### config.mk
export PLATFORM = sky130hd
export DESIGN_NAME = mac_elem_sum
export DESIGN_NICKNAME = d
export VERILOG_FILES = /design/src/hdl/mac_pkg.sv /design/src/hdl/mac_elem_sum.sv
export SDC_FILE = /design/constraint.sdc
export NUM_CORES = 2
export LEC_CHECK = 0
export BUFFER_PORTS_ARGS = -buffer_cell sky130_fd_sc_hd__buf_2
export CAP_MARGIN = 25
export CORE_AREA = 2 2 699 701
export DETAILED_ROUTE_END_ITERATION = 8
export DIE_AREA = 0 0 701 703
export PLACE_DENSITY = 0.32
export SLEW_MARGIN = 20
export SYNTH_ARGS = -nofsm -noshare
export SYNTH_HDL_FRONTEND = slang
export SYNTH_SLANG_ARGS = --single-unit
### constraint.sdc
create_clock -name vclk -period 21.3
set_clock_uncertainty 0.2 [all_clocks]
set_input_delay 6.39 -clock vclk [all_inputs]
set_output_delay 6.39 -clock vclk [all_outputs]
set_load 0.02 [all_outputs]
### src/hdl/mac_pkg.sv
//////////////////////////////////////////////////////////////////////
// widths and opcode constants of the vector multiply unit
// element width enum, uop / stage-1 control / result structs
//////////////////////////////////////////////////////////////////////

package mac_pkg;

    localparam int vlen      = 128;
    localparam int vlenb     = vlen / 8;
    localparam int xlen      = 32;
    localparam int rob_idx_w = 4;
    localparam int funct6_w  = 6;
    localparam int funct3_w  = 3;
    localparam int n_prod    = 4 * vlenb;    // byte products, four 4x4 tiles

    // major opcodes
    localparam logic [funct3_w-1:0] opivv = 3'b000;
    localparam logic [funct3_w-1:0] opmvv = 3'b010;
    localparam logic [funct3_w-1:0] opivx = 3'b100;
    localparam logic [funct3_w-1:0] opmvx = 3'b110;

    // funct6 under opmvv / opmvx
    localparam logic [funct6_w-1:0] f6_vmulhu  = 6'b100100;
    localparam logic [funct6_w-1:0] f6_vmul    = 6'b100101;
    localparam logic [funct6_w-1:0] f6_vmulhsu = 6'b100110;
    localparam logic [funct6_w-1:0] f6_vmulh   = 6'b100111;
    localparam logic [funct6_w-1:0] f6_vmadd   = 6'b101001;
    localparam logic [funct6_w-1:0] f6_vnmsub  = 6'b101011;
    localparam logic [funct6_w-1:0] f6_vmacc   = 6'b101101;
    localparam logic [funct6_w-1:0] f6_vnmsac  = 6'b101111;
    // funct6 under opivv / opivx
    localparam logic [funct6_w-1:0] f6_vsmul   = 6'b100111;

    typedef enum logic [2:0] {
        eew8  = 3'd0,
        eew16 = 3'd1,
        eew32 = 3'd2
    } eew_e;

    typedef struct packed {
        logic [rob_idx_w-1:0] rob_entry;
        logic [funct6_w-1:0]  funct6;
        logic [funct3_w-1:0]  funct3;
        logic [1:0]           vxrm;
        eew_e                 eew;
        logic [vlen-1:0]      vs1_data;
        logic [vlen-1:0]      vs2_data;
        logic [vlen-1:0]      vs3_data;     // old vd
        logic [xlen-1:0]      rs1_data;
    } mac_uop_t;

    typedef struct packed {
        logic                 src2_signed;
        logic                 src1_signed;
        logic                 keep_low;     // low half of product
        logic                 mul_reverse;  // subtract product
        logic                 is_vsmul;
        logic                 is_vmac;
        logic [1:0]           vxrm;
        eew_e                 eew;
        logic [rob_idx_w-1:0] rob_entry;
    } mac_ctrl_t;

    typedef struct packed {
        logic [rob_idx_w-1:0] rob_entry;
        logic [vlen-1:0]      w_data;
        logic [vlenb-1:0]     vsaturate;    // one per byte
    } mac_rslt_t;

endpackage

### src/hdl/mac_elem_sum.sv
//////////////////////////////////////////////////////////////////////
// mac_elem_sum: double-width element products for sew 8/16/32
// built from the registered byte products
//////////////////////////////////////////////////////////////////////

`timescale 1ns/1ps

module mac_elem_sum (
    input  logic [mac_pkg::n_prod-1:0][15:0]  prod,
    input  logic                              src2_signed,
    input  logic                              src1_signed,
    output logic [2*mac_pkg::vlen-1:0]        full8,
    output logic [2*mac_pkg::vlen-1:0]        full16,
    output logic [2*mac_pkg::vlen-1:0]        full32
);

    import mac_pkg::*;

    // sum of the nb x nb partial products of one element, starting at
    // byte b0 of tile z; a term is sign extended only if it carries a
    // top byte of a signed source
    function automatic logic [63:0] elem_mul(
        input logic [n_prod-1:0][15:0] p,
        input int                      z,
        input int                      b0,
        input int                      nb,
        input logic                    s2,
        input logic                    s1
    );
        logic [63:0] acc;
        logic [15:0] pp;
        logic        ext;
        acc = '0;
        for (int x = 0; x < nb; x++) begin
            for (int y = 0; y < nb; y++) begin
                pp  = p[z*16 + (b0+y)*4 + b0 + x];
                ext = pp[15] & ((x == nb-1 && s2) || (y == nb-1 && s1));
                acc = acc + ({{48{ext}}, pp} << (8*(x+y)));
            end
        end
        return acc;
    endfunction

    // sew 8, diagonal products only
    for (genvar e = 0; e < vlenb; e++) begin : g_e8
        assign full8[16*e +: 16] = 16'(elem_mul(prod, e/4, e%4, 1, src2_signed, src1_signed));
    end

    // sew 16, two elements per tile
    for (genvar e = 0; e < vlenb / 2; e++) begin : g_e16
        assign full16[32*e +: 32] = 32'(elem_mul(prod, e/2, 2*(e%2), 2,
                                                 src2_signed, src1_signed));
    end

    // sew 32, whole tile
    for (genvar e = 0; e < vlenb / 4; e++) begin : g_e32
        assign full32[64*e +: 64] = elem_mul(prod, e, 0, 4, src2_signed, src1_signed);
    end

endmodule

==> metrics.cfg <==
[final_layout]
seq_cell_count = 0
multi_input_area_sq_mm = 0.0453
n_clock_buffer = 0
fillCellCount = 56000
regArea_sq_um = 0
syn_to_final_growth_pct = 35.2
fin_area_sq_mm = 0.0690
nNetsFinal = 9959
drive_above_1_share = 0.307

[global_routing]
grt_pass1_vias = 48400
grt_max_degree = 20
grtUsageTotal = 0.134
grt_pass1_wl_um = 444000
antenna_found_initial = 208
grt.overflow.total = 0

[floorplan]
die_area_sq_mm = 0.493
io_pins = 1794
fp.coreArea_sq_mm = 0.485
fp.dieW_um = 701
fp-row-count = 256
initial_utilization = 0.105
dieHeight_um = 703

[place]
port_buffers = 1666
place_congestion = 0.894
dpl.hpwl_um = 329000
dpl-instance-area_sq_mm = 0.0672

[yosys]
netlist_area_sq_mm = 0.0510
yosys_warnings = 0
synth_area_per_cell_sq_um = 9.12
synth_cell_type_count = 88
synthCells = 5594
yosysSeqAreaShare = 0
yosys.area.top_type = fa_1
syn-num-nets = 8330
synth_area_leaders = fa_1, ha_1, inv_1
synth_top_area_share = 0.368

[timing]
period_share = 1.05
period_minus_slack_ns = 22.30
fin_ws_ns = -0.996
max_freq_ghz = 0.0449
max_slew_margin = 0.154
final-hold-violation-count = 0
finalSetupViolCount = 26
rsz0062_at_grt = true
tightest_slew_ns = 1.25
slew_violations = 0

[setup_path]
max_stage_delay_ns = 0.56
critical_path_required_ns = 14.71
cpMostUsedCell = a21o_1
crit_slowest_cell = fa_2
worstSetupPathType = in -> out
start_kind = input port
endpoint_kind = output pin
critical_path.max_fanout = 3
arrival_ns = 15.71

[status]
violations = negative setup slack
status = finished, violations left

[drt]
via_per_inst = 3.37
via_count = 46500
drtIter0Drc = 2588
drc = 0
ant_nets = 0
drt_pre_antenna_iters = 8
finalWirelength_um = 345000
post_drt_wl_per_cell_um = 25.0

[flow_run]
cap_violations = 0

[clock_network]
holdBufCountCts = 0

[hold_path]
hold_path_class = in -> out

## path summary, 6_finish.rpt
| check | start | to | slack (ns) | cells after the start |
|---|---|---|---|---|
| hold / removal | prod[259] | full8[67] | 12.58 | 0 |
| setup / recovery | prod[64] | full32[61] | -1.0 | 46 |
## metrics by stage
step            util  hold slack (ns)  cells  setup TNS [ns]  setup slack (ns)
2_1_floorplan      -            12.69   5594          -0.180            -0.139
3_3_place_gp   0.139            12.58  13600          -25.27             -1.34
3_5_place_dp   0.139            12.58  13600          -25.28             -1.34
4_1_cts        0.140            12.58  13700          -16.03            -0.984
5_1_grt        0.142            12.58  13700          -29.88             -1.45
6_report       0.142            12.58  13800          -17.77            -0.996
## layout by cell type (no fill, tap or decap), drive strengths merged, types with 11 or more instances in the layout
cell type  Yosys  final
a31oi         33     33
xor2         128    128
inv         1050   1050
or2           15     15
or3           25     25
o21bai        58     58
a21oi        339    339
o31ai         17     17
a311oi        11     11
and3          37     37
nand2        183    183
nand3         82     82
nor2b         52     52
and2          45     45
o21a          61     61
a21boi        13     13
o31a          13     13
fa           937    937
nand4         26     26
a31o          11     11
nor3          60     60
diode          0    128
o21ai        187    187
nor2         231    231
a211oi        59     59
o41ai         12     12
buf          360   2018
a21o         169    169
nand2b        54     54
ha           773    773
xnor2        348    348
o211ai        27     27
a41oi         15     15
## synthesized netlist by cell type (82+ instances only)
cell type	number
nor2_1	231
nand3_1	82
o21ai_0	179
ha_1	773
a21o_1	169
xor2_1	128
nand2_1	183
buf_4	356
xnor2_1	348
fa_1	937
inv_1	1050
a21oi_1	335
## layer usage
metal  wire length [um]  vias to the layer above  part of all wire  GRT usage
li1                   -                    21500                 -          -
met1             150000                    22900              0.44      0.177
met2             148000                     1667              0.43      0.205
met3              38500                      346              0.11     0.0575
met4               7340                      116             0.021     0.0215
met5                973                        -            0.0028    0.00311
## repair_timing
| action | in CTS | in global routing |
|---|---|---|
| resized for setup | 139 | 84 |
| hold endpoints to repair | 0 | 0 |
| buffers inserted | 23 | 19 |
| pin swaps | 53 | 60 |
| endpoints found under the setup margin | 28 | 30 |
## cells by family after synthesis
logic type                 Yosys count  synth area share
adders and majority gates         1710             0.557
xor gates and xnor gates           476            0.0818
buffers and inverters             1441             0.132
muxes                                2          0.000417
AOI/OAI and AO/OA                 1118             0.146
and+or+nand+nor                    847            0.0817
## critical path, delay by kind of cell
family	cells	cell delay (ns)
AO/OA/AOI/OAI	21	3.90
adder cells (fa/ha/maj)	9	3.19
AND/OR/NAND/NOR	7	1.33
buffers and inverters	7	0.58
XOR/XNOR	2	0.32
## area by class of cell
| type | instances | share of cell area |
|---|---|---|
| antenna | 128 | 0.00464 |
| multi-input combinational | 4153 | 0.657 |
| tap | 6450 | 0.117 |
| timing repair buffer | 2018 | 0.165 |
| inverter | 1050 | 0.0571 |
