$ cat src/hdl/mac_pkg.sv
//////////////////////////////////////////////////////////////////////
// widths and opcode constants of the vector multiply unit
// element width enum, uop / stage-1 control / result structs
//////////////////////////////////////////////////////////////////////

package mac_pkg;

    localparam int vlen      = 128;
    localparam int vlenb     = vlen / 8;
    localparam int xlen      = 32;
    localparam int rob_idx_w = 4;
    localparam int funct6_w  = 6;
    localparam int funct3_w  = 3;
    localparam int n_prod    = 4 * vlenb;    // byte products, four 4x4 tiles

    // major opcodes
    localparam logic [funct3_w-1:0] opivv = 3'b000;
    localparam logic [funct3_w-1:0] opmvv = 3'b010;
    localparam logic [funct3_w-1:0] opivx = 3'b100;
    localparam logic [funct3_w-1:0] opmvx = 3'b110;

    // funct6 under opmvv / opmvx
    localparam logic [funct6_w-1:0] f6_vmulhu  = 6'b100100;
    localparam logic [funct6_w-1:0] f6_vmul    = 6'b100101;
    localparam logic [funct6_w-1:0] f6_vmulhsu = 6'b100110;
    localparam logic [funct6_w-1:0] f6_vmulh   = 6'b100111;
    localparam logic [funct6_w-1:0] f6_vmadd   = 6'b101001;
    localparam logic [funct6_w-1:0] f6_vnmsub  = 6'b101011;
    localparam logic [funct6_w-1:0] f6_vmacc   = 6'b101101;
    localparam logic [funct6_w-1:0] f6_vnmsac  = 6'b101111;
    // funct6 under opivv / opivx
    localparam logic [funct6_w-1:0] f6_vsmul   = 6'b100111;

    typedef enum logic [2:0] {
        eew8  = 3'd0,
        eew16 = 3'd1,
        eew32 = 3'd2
    } eew_e;

    typedef struct packed {
        logic [rob_idx_w-1:0] rob_entry;
        logic [funct6_w-1:0]  funct6;
        logic [funct3_w-1:0]  funct3;
        logic [1:0]           vxrm;
        eew_e                 eew;
        logic [vlen-1:0]      vs1_data;
        logic [vlen-1:0]      vs2_data;
        logic [vlen-1:0]      vs3_data;     // old vd
        logic [xlen-1:0]      rs1_data;
    } mac_uop_t;

    typedef struct packed {
        logic                 src2_signed;
        logic                 src1_signed;
        logic                 keep_low;     // low half of product
        logic                 mul_reverse;  // subtract product
        logic                 is_vsmul;
        logic                 is_vmac;
        logic [1:0]           vxrm;
        eew_e                 eew;
        logic [rob_idx_w-1:0] rob_entry;
    } mac_ctrl_t;

    typedef struct packed {
        logic [rob_idx_w-1:0] rob_entry;
        logic [vlen-1:0]      w_data;
        logic [vlenb-1:0]     vsaturate;    // one per byte
    } mac_rslt_t;

endpackage

$ cat src/hdl/mac_writeback.sv
//////////////////////////////////////////////////////////////////////
// mac_writeback: high/low select, accumulate, vsmul round and
// saturate per element width, final eew mux
//////////////////////////////////////////////////////////////////////

`timescale 1ns/1ps

module mac_writeback (
    input  logic [2*mac_pkg::vlen-1:0]  full8,
    input  logic [2*mac_pkg::vlen-1:0]  full16,
    input  logic [2*mac_pkg::vlen-1:0]  full32,
    input  logic [mac_pkg::vlen-1:0]    addsrc_q,
    input  mac_pkg::mac_ctrl_t          ctrl_q,
    output mac_pkg::mac_rslt_t          rslt
);

    import mac_pkg::*;

    for (genvar w = 0; w < 3; w++) begin : g_sew
        localparam int sew = 8 << w;
        localparam int ne  = vlen / sew;

        logic [2*vlen-1:0] full;
        logic [vlen-1:0]   res;
        logic [vlenb-1:0]  sat;

        assign full = (w == 0) ? full8 : ((w == 1) ? full16 : full32);

        for (genvar e = 0; e < ne; e++) begin : g_elem
            logic [2*sew-1:0] p;
            logic [sew-1:0]   half;
            logic [sew-1:0]   acc;
            logic [sew-1:0]   rnd;
            logic             incr;
            logic             ovf;
            logic [sew/8-1:0] sbyte;

            assign p    = full[2*sew*e +: 2*sew];
            assign half = ctrl_q.keep_low ? p[sew-1:0] : p[2*sew-1:sew];
            assign acc  = ctrl_q.mul_reverse ? addsrc_q[sew*e +: sew] - half
                                             : addsrc_q[sew*e +: sew] + half;
            assign ovf  = (p[2*sew-1 -: 2] == 2'b01);   // only -2^(sew-1) squared

            // vsmul shifts right by sew-1
            always_comb begin
                case (ctrl_q.vxrm)
                    2'd0:    incr = p[sew-2];                              // rnu
                    2'd1:    incr = p[sew-2] & ((|p[sew-3:0]) | p[sew-1]); // rne
                    2'd2:    incr = 1'b0;                                  // rdn
                    default: incr = ~p[sew-1] & (|p[sew-2:0]);             // rod
                endcase
            end

            assign rnd = ovf ? {1'b0, {(sew-1){1'b1}}}
                             : p[sew-1 +: sew] + {{(sew-1){1'b0}}, incr};

            assign res[sew*e +: sew] = ctrl_q.is_vmac  ? acc :
                                       ctrl_q.is_vsmul ? rnd : half;

            always_comb begin
                sbyte          = '0;
                sbyte[sew/8-1] = ctrl_q.is_vsmul & ovf;    // flag at top byte
            end
            assign sat[sew/8*e +: sew/8] = sbyte;
        end
    end

    //////////////////////////////////////////////////////////////////////
    // result by element width
    always_comb begin
        rslt.rob_entry = ctrl_q.rob_entry;
        case (ctrl_q.eew)
            eew16: begin
                rslt.w_data    = g_sew[1].res;
                rslt.vsaturate = g_sew[1].sat;
            end
            eew32: begin
                rslt.w_data    = g_sew[2].res;
                rslt.vsaturate = g_sew[2].sat;
            end
            default: begin
                rslt.w_data    = g_sew[0].res;
                rslt.vsaturate = g_sew[0].sat;
            end
        endcase
    end

endmodule

$ cat config.mk
export PLATFORM = sky130hd
export DESIGN_NAME = mac_writeback
export DESIGN_NICKNAME = d
export VERILOG_FILES = /design/src/hdl/mac_pkg.sv /design/src/hdl/mac_writeback.sv
export SDC_FILE = /design/constraint.sdc
export NUM_CORES = 2
export LEC_CHECK = 0
export BUFFER_PORTS_ARGS = -buffer_cell sky130_fd_sc_hd__buf_2
export CORE_AREA = 2 2 410 412
export DETAILED_ROUTE_END_ITERATION = 10
export DIE_AREA = 0 0 412 414
export PLACE_DENSITY = 0.51
export SLEW_MARGIN = 10
export SYNTH_ARGS = -nofsm -noshare
export SYNTH_HDL_FRONTEND = slang
export SYNTH_SLANG_ARGS = --single-unit
$ cat constraint.sdc
create_clock -name vclk -period 18.32
set_clock_uncertainty 0.1 [all_clocks]
set_input_delay 1.832 -clock vclk [all_inputs]
set_output_delay 1.832 -clock vclk [all_outputs]
set_load 0.03 [all_outputs]
==> flow_summary.json <==
{
  "setup_viol": 0,
  "cts_hold_buffers": 0,
  "maxCapViolCount": 0,
  "grt_max_degree": 121,
  "synthDistinctLibCells": 99,
  "core_area_um2": 166000,
  "core.rowCount": 150,
  "crit_top_cell": "buf_4",
  "synth_fp_nets": 7832,
  "die-area_um2": 171000,
  "fin_nets": 8616,
  "overflow": 0,
  "whs_ns": 3.56,
  "place_hpwl_um": 236000,
  "seq_cells": 0,
  "clock.fmax_ghz": 0.0929,
  "netlist_area_um2": 44100,
  "peakVddDrop_mv": 0.0193,
  "fp.dieW_um": 412,
  "final_cell_mix": "buf_2, a21oi_1, nor2_1, nand2_1, xnor2_1",
  "start_kind": "primary input",
  "crit_buf_inv": 5,
  "antenna_found_initial": 192,
  "via_count": 56600,
  "ys_seq_area_frac": 0,
  "synth_cells": 6453,
  "fin_setup_tns_ns": 0,
  "seqCellArea_um2": 0,
  "drt_wl_total_um": 283000,
  "start_util": 0.265,
  "finalCritPeriodShare": 0.588,
  "final_common_cell": "buf_2",
  "area_growth_pct": 17.0,
  "gp_congestion": 1.00,
  "arrival_ns": 8.84,
  "cts_setup_buffers": 0,
  "drive_above_1_share": 0.180,
  "syn_avg_cell_area_um2": 6.83,
  "dieHeight_um": 414,
  "drc": 0,
  "cp_data_required_time_ns": 16.39,
  "status": "finished clean",
  "rsz0062_at_grt": "false",
  "viasPerCell": 5.93,
  "hold_depth": 0,
  "tightest_slew_ns": 1.24,
  "cpMaxStageDelayCell": "buf_4",
  "crit_path_max_incr_delay_ns": 0.65,
  "dr.pass1.iters": 8,
  "io_pins": 1059,
  "grt_first_pass_wirelength_um": 391000,
  "critPathTopFamily": "buffers and inverters",
  "synth_warnings": 0,
  "clkbuf_count": 0,
  "drt_iter0_drc": 5238,
  "end_kind": "output port",
  "hold_start": "ctrl_q[0]",
  "fin_crit_ns": 10.77,
  "slew_headroom": 0.165,
  "grtUsageTotal": 0.312,
  "crit_fanout": 68,
  "crit_type": "in -> out",
  "slew_viol_final": 0,
  "cp_cell_sequence": "buf_8 -> buf_4 -> buf_4 -> buf_4 -> mux2i_1 -> nand2_1 -> nor2_1 -> nor2_1 -> xor2_1 -> ha_1 -> and2_1 -> a21bo_2 -> a2111oi_0 -> o21ai_1 -> a21boi_1 -> o21ai_0 -> and4_1 -> or4_1 -> or4_1 -> buf_2",
  "grt_pass1_vias": 54000,
  "ant_nets": 0,
  "hold_viol": 0,
  "leakagePower_nw": 22.3,
  "timing.hold.worst.class": "in -> out",
  "post_cts_resize_count": 0,
  "port_buffers": 1049,
  "power_density_nw_per_um2": 44.7,
  "routedWlPerCell_um": 29.6,
  "min_to": "rslt[144]"
}
final cells by class:
| type | instances | area [µm²] |
|---|---|---|
| multi-input combinational | 5927 | 41900 |
| timing repair buffer | 1116 | 5830 |
| antenna | 105 | 263 |
| tap | 2204 | 2760 |
| inverter | 192 | 737 |
| fill | 18700 | 115000 |
kinds of logic (layout without fill, tap and decap cells):
logic type                 Yosys count  count (layout)  synth area share
buffers and inverters              526            1308            0.0509
adders and majority gates          468             468             0.138
AOI/OAI and AO/OA                 2086            2086             0.307
other                                0             105                 0
xor gates and xnor gates           889             889             0.177
muxes                              417             417            0.0983
and+or+nand+nor                   2067            2067             0.229
routing by layer:
metal | GRT usage | part of all wire | wire (µm) | up-vias
met4 | 0.185 | 0.066 | 18700 | 104
met5 | 0 | 0.0025 | 696 | -
met1 | 0.358 | 0.38 | 108000 | 27200
met2 | 0.524 | 0.47 | 132000 | 2720
met3 | 0.0711 | 0.082 | 23100 | 729
li1 | - | - | - | 25800
power by group:
group          switching, mW  internal (mW)
registers                  0              0
logic                   1.46          0.847
clock network              0    0.000000584
worst max-delay path by stage:
stage / from / end / slack [ns] / depth (start not counted)
floorplan: ctrl_q[12] / rslt[45] / 9.06 / 24
global placement: ctrl_q[12] / rslt[140] / 7.75 / 20
detailed placement: ctrl_q[12] / rslt[140] / 7.72 / 20
CTS: ctrl_q[12] / rslt[140] / 7.69 / 20
global route: ctrl_q[12] / rslt[140] / 7.18 / 20
finish: ctrl_q[12] / rslt[140] / 7.55 / 20
metrics by stage:
step	cell area (µm²)	setup WS, ns	instances	util	power [mW]
2_1_floorplan	44100	9.06	6453	-	1.50
3_5_place_dp	51300	7.72	9439	0.308	2.26
4_1_cts	51300	7.69	9439	0.308	2.27
6_report	51500	7.55	9544	0.310	2.30
5_1_grt	51400	7.18	9510	0.309	2.48
3_3_place_gp	51300	7.75	9439	0.308	2.24
synthesized netlist by cell type (60+ instances only):
cell,instances,area share
o31ai_1,68,0.012
mux2_2,108,0.028
a221oi_1,60,0.012
nor2b_1,62,0.0088
nand2b_1,123,0.017
o22ai_1,77,0.011
inv_1,189,0.016
nand2_1,462,0.039
o211ai_1,104,0.018
nor3_1,155,0.018
nand3_1,239,0.027
ha_1,440,0.12
a211oi_1,85,0.014
a21oi_1,612,0.070
a31oi_1,103,0.015
nor2_1,581,0.049
o21ai_0,386,0.044
xnor2_1,447,0.089
mux2i_1,306,0.070
o221ai_1,82,0.016
nand4_1,77,0.011
clkbuf_1,225,0.019
and3_1,120,0.017
xor2_1,439,0.087
a21o_1,137,0.023
nor4_1,61,0.0087
(Power assumes the default switching activity.)
