**src/hdl/mac_pkg.sv**
```systemverilog
//////////////////////////////////////////////////////////////////////
// widths and opcode constants of the vector multiply unit
// element width enum, uop / stage-1 control / result structs
//////////////////////////////////////////////////////////////////////

package mac_pkg;

    localparam int vlen      = 128;
    localparam int vlenb     = vlen / 8;
    localparam int xlen      = 32;
    localparam int rob_idx_w = 4;
    localparam int funct6_w  = 6;
    localparam int funct3_w  = 3;
    localparam int n_prod    = 4 * vlenb;    // byte products, four 4x4 tiles

    // major opcodes
    localparam logic [funct3_w-1:0] opivv = 3'b000;
    localparam logic [funct3_w-1:0] opmvv = 3'b010;
    localparam logic [funct3_w-1:0] opivx = 3'b100;
    localparam logic [funct3_w-1:0] opmvx = 3'b110;

    // funct6 under opmvv / opmvx
    localparam logic [funct6_w-1:0] f6_vmulhu  = 6'b100100;
    localparam logic [funct6_w-1:0] f6_vmul    = 6'b100101;
    localparam logic [funct6_w-1:0] f6_vmulhsu = 6'b100110;
    localparam logic [funct6_w-1:0] f6_vmulh   = 6'b100111;
    localparam logic [funct6_w-1:0] f6_vmadd   = 6'b101001;
    localparam logic [funct6_w-1:0] f6_vnmsub  = 6'b101011;
    localparam logic [funct6_w-1:0] f6_vmacc   = 6'b101101;
    localparam logic [funct6_w-1:0] f6_vnmsac  = 6'b101111;
    // funct6 under opivv / opivx
    localparam logic [funct6_w-1:0] f6_vsmul   = 6'b100111;

    typedef enum logic [2:0] {
        eew8  = 3'd0,
        eew16 = 3'd1,
        eew32 = 3'd2
    } eew_e;

    typedef struct packed {
        logic [rob_idx_w-1:0] rob_entry;
        logic [funct6_w-1:0]  funct6;
        logic [funct3_w-1:0]  funct3;
        logic [1:0]           vxrm;
        eew_e                 eew;
        logic [vlen-1:0]      vs1_data;
        logic [vlen-1:0]      vs2_data;
        logic [vlen-1:0]      vs3_data;     // old vd
        logic [xlen-1:0]      rs1_data;
    } mac_uop_t;

    typedef struct packed {
        logic                 src2_signed;
        logic                 src1_signed;
        logic                 keep_low;     // low half of product
        logic                 mul_reverse;  // subtract product
        logic                 is_vsmul;
        logic                 is_vmac;
        logic [1:0]           vxrm;
        eew_e                 eew;
        logic [rob_idx_w-1:0] rob_entry;
    } mac_ctrl_t;

    typedef struct packed {
        logic [rob_idx_w-1:0] rob_entry;
        logic [vlen-1:0]      w_data;
        logic [vlenb-1:0]     vsaturate;    // one per byte
    } mac_rslt_t;

endpackage

```
**src/hdl/mac_decode.sv**
```systemverilog
//////////////////////////////////////////////////////////////////////
// mac_decode: uop to multiplicands, add source, per-byte sign masks
// and the stage-1 control word
//////////////////////////////////////////////////////////////////////

`timescale 1ns/1ps

module mac_decode (
    input  logic                       uop_valid,
    input  mac_pkg::mac_uop_t          uop,
    output logic [mac_pkg::vlen-1:0]   src2,
    output logic [mac_pkg::vlen-1:0]   src1,
    output logic [mac_pkg::vlen-1:0]   addsrc,
    output logic [mac_pkg::vlenb-1:0]  src2_sign,
    output logic [mac_pkg::vlenb-1:0]  src1_sign,
    output mac_pkg::mac_ctrl_t         ctrl
);

    import mac_pkg::*;

    logic            is_mop;
    logic            is_vx;
    logic            op_ok;
    logic            s2_signed;
    logic            s1_signed;
    logic            keep_low;
    logic            mul_reverse;
    logic            is_vsmul;
    logic            is_vmac;
    logic            swap;          // vd goes to the multiplier
    logic [vlen-1:0] scalar_rep;

    assign is_mop = (uop.funct3 == opmvv) || (uop.funct3 == opmvx);
    assign is_vx  = (uop.funct3 == opmvx) || (uop.funct3 == opivx);
    assign op_ok  = uop_valid && (is_mop || uop.funct3 == opivv || uop.funct3 == opivx);

    //////////////////////////////////////////////////////////////////////
    // operation class
    always_comb begin
        s2_signed   = 1'b1;
        s1_signed   = 1'b1;
        keep_low    = 1'b1;
        mul_reverse = 1'b0;
        is_vsmul    = 1'b0;
        is_vmac     = 1'b0;
        swap        = 1'b0;
        if (is_mop) begin
            case (uop.funct6)
                f6_vmulh: keep_low = 1'b0;
                f6_vmulhu: begin
                    keep_low  = 1'b0;
                    s2_signed = 1'b0;
                    s1_signed = 1'b0;
                end
                f6_vmulhsu: begin
                    keep_low  = 1'b0;
                    s1_signed = 1'b0;
                end
                f6_vmacc: is_vmac = 1'b1;
                f6_vnmsac: begin
                    is_vmac     = 1'b1;
                    mul_reverse = 1'b1;
                end
                f6_vmadd: begin
                    is_vmac = 1'b1;
                    swap    = 1'b1;
                end
                f6_vnmsub: begin
                    is_vmac     = 1'b1;
                    swap        = 1'b1;
                    mul_reverse = 1'b1;
                end
                default: ;                  // vmul
            endcase
        end else begin
            keep_low = 1'b0;                // integer opcodes are all vsmul
            is_vsmul = 1'b1;
        end
    end

    always_comb begin
        case (uop.eew)
            eew16:   scalar_rep = {8{uop.rs1_data[15:0]}};
            eew32:   scalar_rep = {4{uop.rs1_data}};
            default: scalar_rep = {16{uop.rs1_data[7:0]}};
        endcase
    end

    //////////////////////////////////////////////////////////////////////
    // operands and control
    always_comb begin
        src2      = '0;
        src1      = '0;
        addsrc    = '0;
        src2_sign = '0;
        src1_sign = '0;
        ctrl      = '0;
        if (op_ok) begin
            src2   = swap ? uop.vs3_data : uop.vs2_data;
            src1   = is_vx ? scalar_rep : uop.vs1_data;
            addsrc = !is_vmac ? '0 : (swap ? uop.vs2_data : uop.vs3_data);
            case (uop.eew)                  // sign only on the top byte of each element
                eew16: begin
                    src2_sign = {8{s2_signed, 1'b0}};
                    src1_sign = {8{s1_signed, 1'b0}};
                end
                eew32: begin
                    src2_sign = {4{s2_signed, 3'b0}};
                    src1_sign = {4{s1_signed, 3'b0}};
                end
                default: begin
                    src2_sign = {16{s2_signed}};
                    src1_sign = {16{s1_signed}};
                end
            endcase
            ctrl.src2_signed = s2_signed;
            ctrl.src1_signed = s1_signed;
            ctrl.keep_low    = keep_low;
            ctrl.mul_reverse = mul_reverse;
            ctrl.is_vsmul    = is_vsmul;
            ctrl.is_vmac     = is_vmac;
            ctrl.vxrm        = uop.vxrm;
            ctrl.eew         = uop.eew;
            ctrl.rob_entry   = uop.rob_entry;
        end
    end

    // reservation station only issues legal element widths
    always_comb begin
        if (uop_valid) begin
            assert (uop.eew inside {eew8, eew16, eew32})
                else $error("mac_decode: illegal eew %0d", uop.eew);
        end
    end

endmodule

```
**config.mk**
```make
export PLATFORM = sky130hd
export DESIGN_NAME = mac_decode
export DESIGN_NICKNAME = d
export VERILOG_FILES = /design/src/hdl/mac_pkg.sv /design/src/hdl/mac_decode.sv
export SDC_FILE = /design/constraint.sdc
export NUM_CORES = 1
export LEC_CHECK = 0
export ABC_AREA = 0
export BUFFER_PORTS_ARGS = -buffer_cell sky130_fd_sc_hd__clkbuf_2
export CORE_AREA = 2 2 340 342
export DETAILED_ROUTE_END_ITERATION = 16
export DIE_AREA = 0 0 342 344
export MAX_ROUTING_LAYER = met4
export SLEW_MARGIN = 25
export SYNTH_ARGS = -nofsm -noshare
export SYNTH_HDL_FRONTEND = slang
export SYNTH_SLANG_ARGS = --single-unit
export TNS_END_PERCENT = 20
```
**constraint.sdc**
```tcl
create_clock -name vclk -period 1.2
set_input_delay 0.06 -clock vclk [all_inputs]
set_output_delay 0.06 -clock vclk [all_outputs]
set_load 0.05 [all_outputs]
```
==> impl_metrics.tcl <==
set metrics [dict create \
    status "finished, violations left" \
    failed_checks "setup timing" \
    worstSetupStartpointType "primary input" \
    wl_um 96000 \
    yosys_warnings 0 \
    cts_hold_buf 0 \
    hold_viol_final 0 \
    grt_pass1_wl_um 119000 \
    grt_most_used_layer "met2" \
    cp-end-kind "primary output" \
    post-synth-top-area-cell "mux2i_1" \
    route.detailed.drc 0 \
    dieArea_um2 118000 \
    grt.met2_usage_pct 26.4 \
    dp_hpwl_um 84100 \
    maxCapViolations 0 \
    drtIter0Drc 564 \
    grt_usage_pct 15.5 \
    grt-ovfl-total 0 \
    grt_max_degree 57 \
    io_pins 866 \
    io_buffers 866 \
    nets 2574 \
    drive_gt1_share_pct 65.8 \
    drt-vias-per-instance 3.59 \
    setup.worst_path.class "primary input to primary output" \
    power.leakage_nw 9.21 \
    grt_pass1_vias 12900 \
    grt_setup_unrepaired "true" \
    synth.distinct_cells 33 \
    slew_violations 0 \
    grtUsageMet3_pct 3.65 \
    setup_tns_ps -178460 \
    seqCellArea_um2 0 \
    synthTopCellsByArea "mux2i_1 (37%), nand2_1 (16%), nor2_1 (7.3%), a21oi_1 (7.3%), o21ai_0 (4.6%)" \
    path_max_fanout 18 \
    start_util_pct 6.25 \
    p_seq_share_pct 0 \
    globalplace.congestion 0.908 \
    fin_ws_ps -602 \
    antenna_found_initial 88 \
    max_freq_mhz 555 \
    pre_cts_slack_ps -791 \
    grt_use_met1_pct 19.0 \
    totalPowerFinal_mw 7.99 \
    fin_crit_ps 1800 \
    switching_share_pct 58.9 \
    cp.arrival_ps 1740 \
    p_comb_share_pct 100.0 \
    syn_area_um2 7120 \
    core_area_um2 114000 \
    die_w_um 342 \
    seq_cell_count 0 \
    vias 13200 \
    area_growth_pct 217 \
    yosysMostFrequentCell "nand2_1" \
    hold_depth 4 \
    period_share_pct 150 \
    ys_top_cells_by_count "nand2_1 (298), mux2i_1 (264), nor2_1 (139)" \
    internal-power_mw 3.29 \
    hold_end "src1[96]" \
    avgSynthCellArea_um2 6.03 \
    cp_data_required_time_ps 1140 \
    powerDensity_nw_per_um2 354 \
    worstHoldStart "uop[384]" \
    nClkBuffers 0 \
    num_rows 124 \
    drtAntennaViolNets 0 \
    syn_inst 1181 \
    setup_violations 431 \
    tightestPinTransition_ps 839 \
    clockPowerShare_pct 0 \
    avgRoutedWirePerCell_um 26.1 \
    syn-num-nets 1616 \
    ys_seq_area_share_pct 0 \
    yosys.area.top_type_share_pct 37.1 \
    die_y_um 344 \
    maxSlewHeadroom_pct 42.4 \
    p_sw_mw 4.71 \
    drtPass1Iterations 5 \
    hp-class "primary input to primary output" \
    max-vdd-ir-drop_mv 0.222 \
]
==> per-layer routing <==
metal | up-vias | share of wire [%]
met2 | 782 | 48
met5 | - | 0
met1 | 6264 | 42
met3 | 173 | 7.2
li1 | 5985 | -
met4 | 0 | 2.8
==> layout by cell type, fill, tap and decap left out, drive strengths merged <==
master,synthesis,layout
a211oi,8,8
a21bo,7,7
a21o,1,1
a21oi,104,104
a221oi,1,1
and2,9,9
and3b,7,7
buf,77,601
clkbuf,73,505
diode,0,25
inv,4,4
mux2i,264,264
nand2,298,298
nand2b,2,2
nand3b,9,9
nand4bb,2,2
nor2,169,169
nor2b,9,9
nor3,2,2
nor3b,10,10
nor4b,1,1
nor4bb,8,8
o211ai,32,32
o21ai,65,65
o21bai,1,1
o32ai,7,7
or2,8,8
or3b,1,1
or4b,1,1
xor2,1,1
==> cell families (layout without fill, tap and decap cells) <==
logic type	count (synthesis)	after routing	share of synthesized area (%)
XOR/XNOR	1	1	0.229
other	0	25	0
buffers and inverters	154	1110	11.4
AND/OR/NAND/NOR	536	536	33.0
AO/OA/AOI/OAI	226	226	18.3
multiplexers	264	264	37.1
==> worst max path at each step <==
stage | end | from | slack (ps) | cells after the start
final | src2[73] | uop[421] | -600 | 9
after global routing | src2[73] | uop[421] | -680 | 9
after global placement | src1[53] | uop[416] | -790 | 6
after floorplan | src2[10] | uop[426] | -650 | 6
after CTS | src2[42] | uop[421] | -600 | 10
after detailed placement | src1[21] | uop[418] | -790 | 6
==> timing repair <==
item                                    CTS  global route
gates cloned                             12             4
gates resized for setup                 344           501
buffers inserted                         18             4
endpoints found under the setup margin  431           431
pin swaps                                26            34
==> worst max-delay path, stage by stage <==
cell       delay, ps
clkbuf_16        140
nand3b_1         180
buf_4            160
nor2_4            90
buf_12           130
buf_16           180
buf_16           220
mux2i_1          300
clkbuf_8         240
==> stage by stage <==
step           instances  instance area [um^2]  hold WS [ps]  util [%]
2_1_floorplan       1181                  7680           296         -
3_3_place_gp        3615                 18900           490      16.6
3_5_place_dp        3615                 18900           492      16.6
4_1_cts             3645                 20900           494      18.3
5_1_grt             3672                 22600           505      19.8
6_report            3674                 22600           492      19.8
==> power by group through the flow <==
stage	logic, mW	registers [mW]	clock network [mW]
after floorplan	3.43	0	0
after global placement	7.08	0	0
after detailed placement	7.10	0	0
after CTS	7.57	0	0
after global routing	8.35	0	0.00000260
final	7.99	0	0.00000281
==> cell type report <==
cell class                      count  area [um^2]
Inverter                            4         15.0
Tap cell                         1512         1890
Antenna cell                       25         62.6
Fill cell                       12500        91300
Timing Repair Buffer             1106        12100
Multi-Input combinational cell   1027         8530
Note: power is estimated with default switching activity, not from simulation.
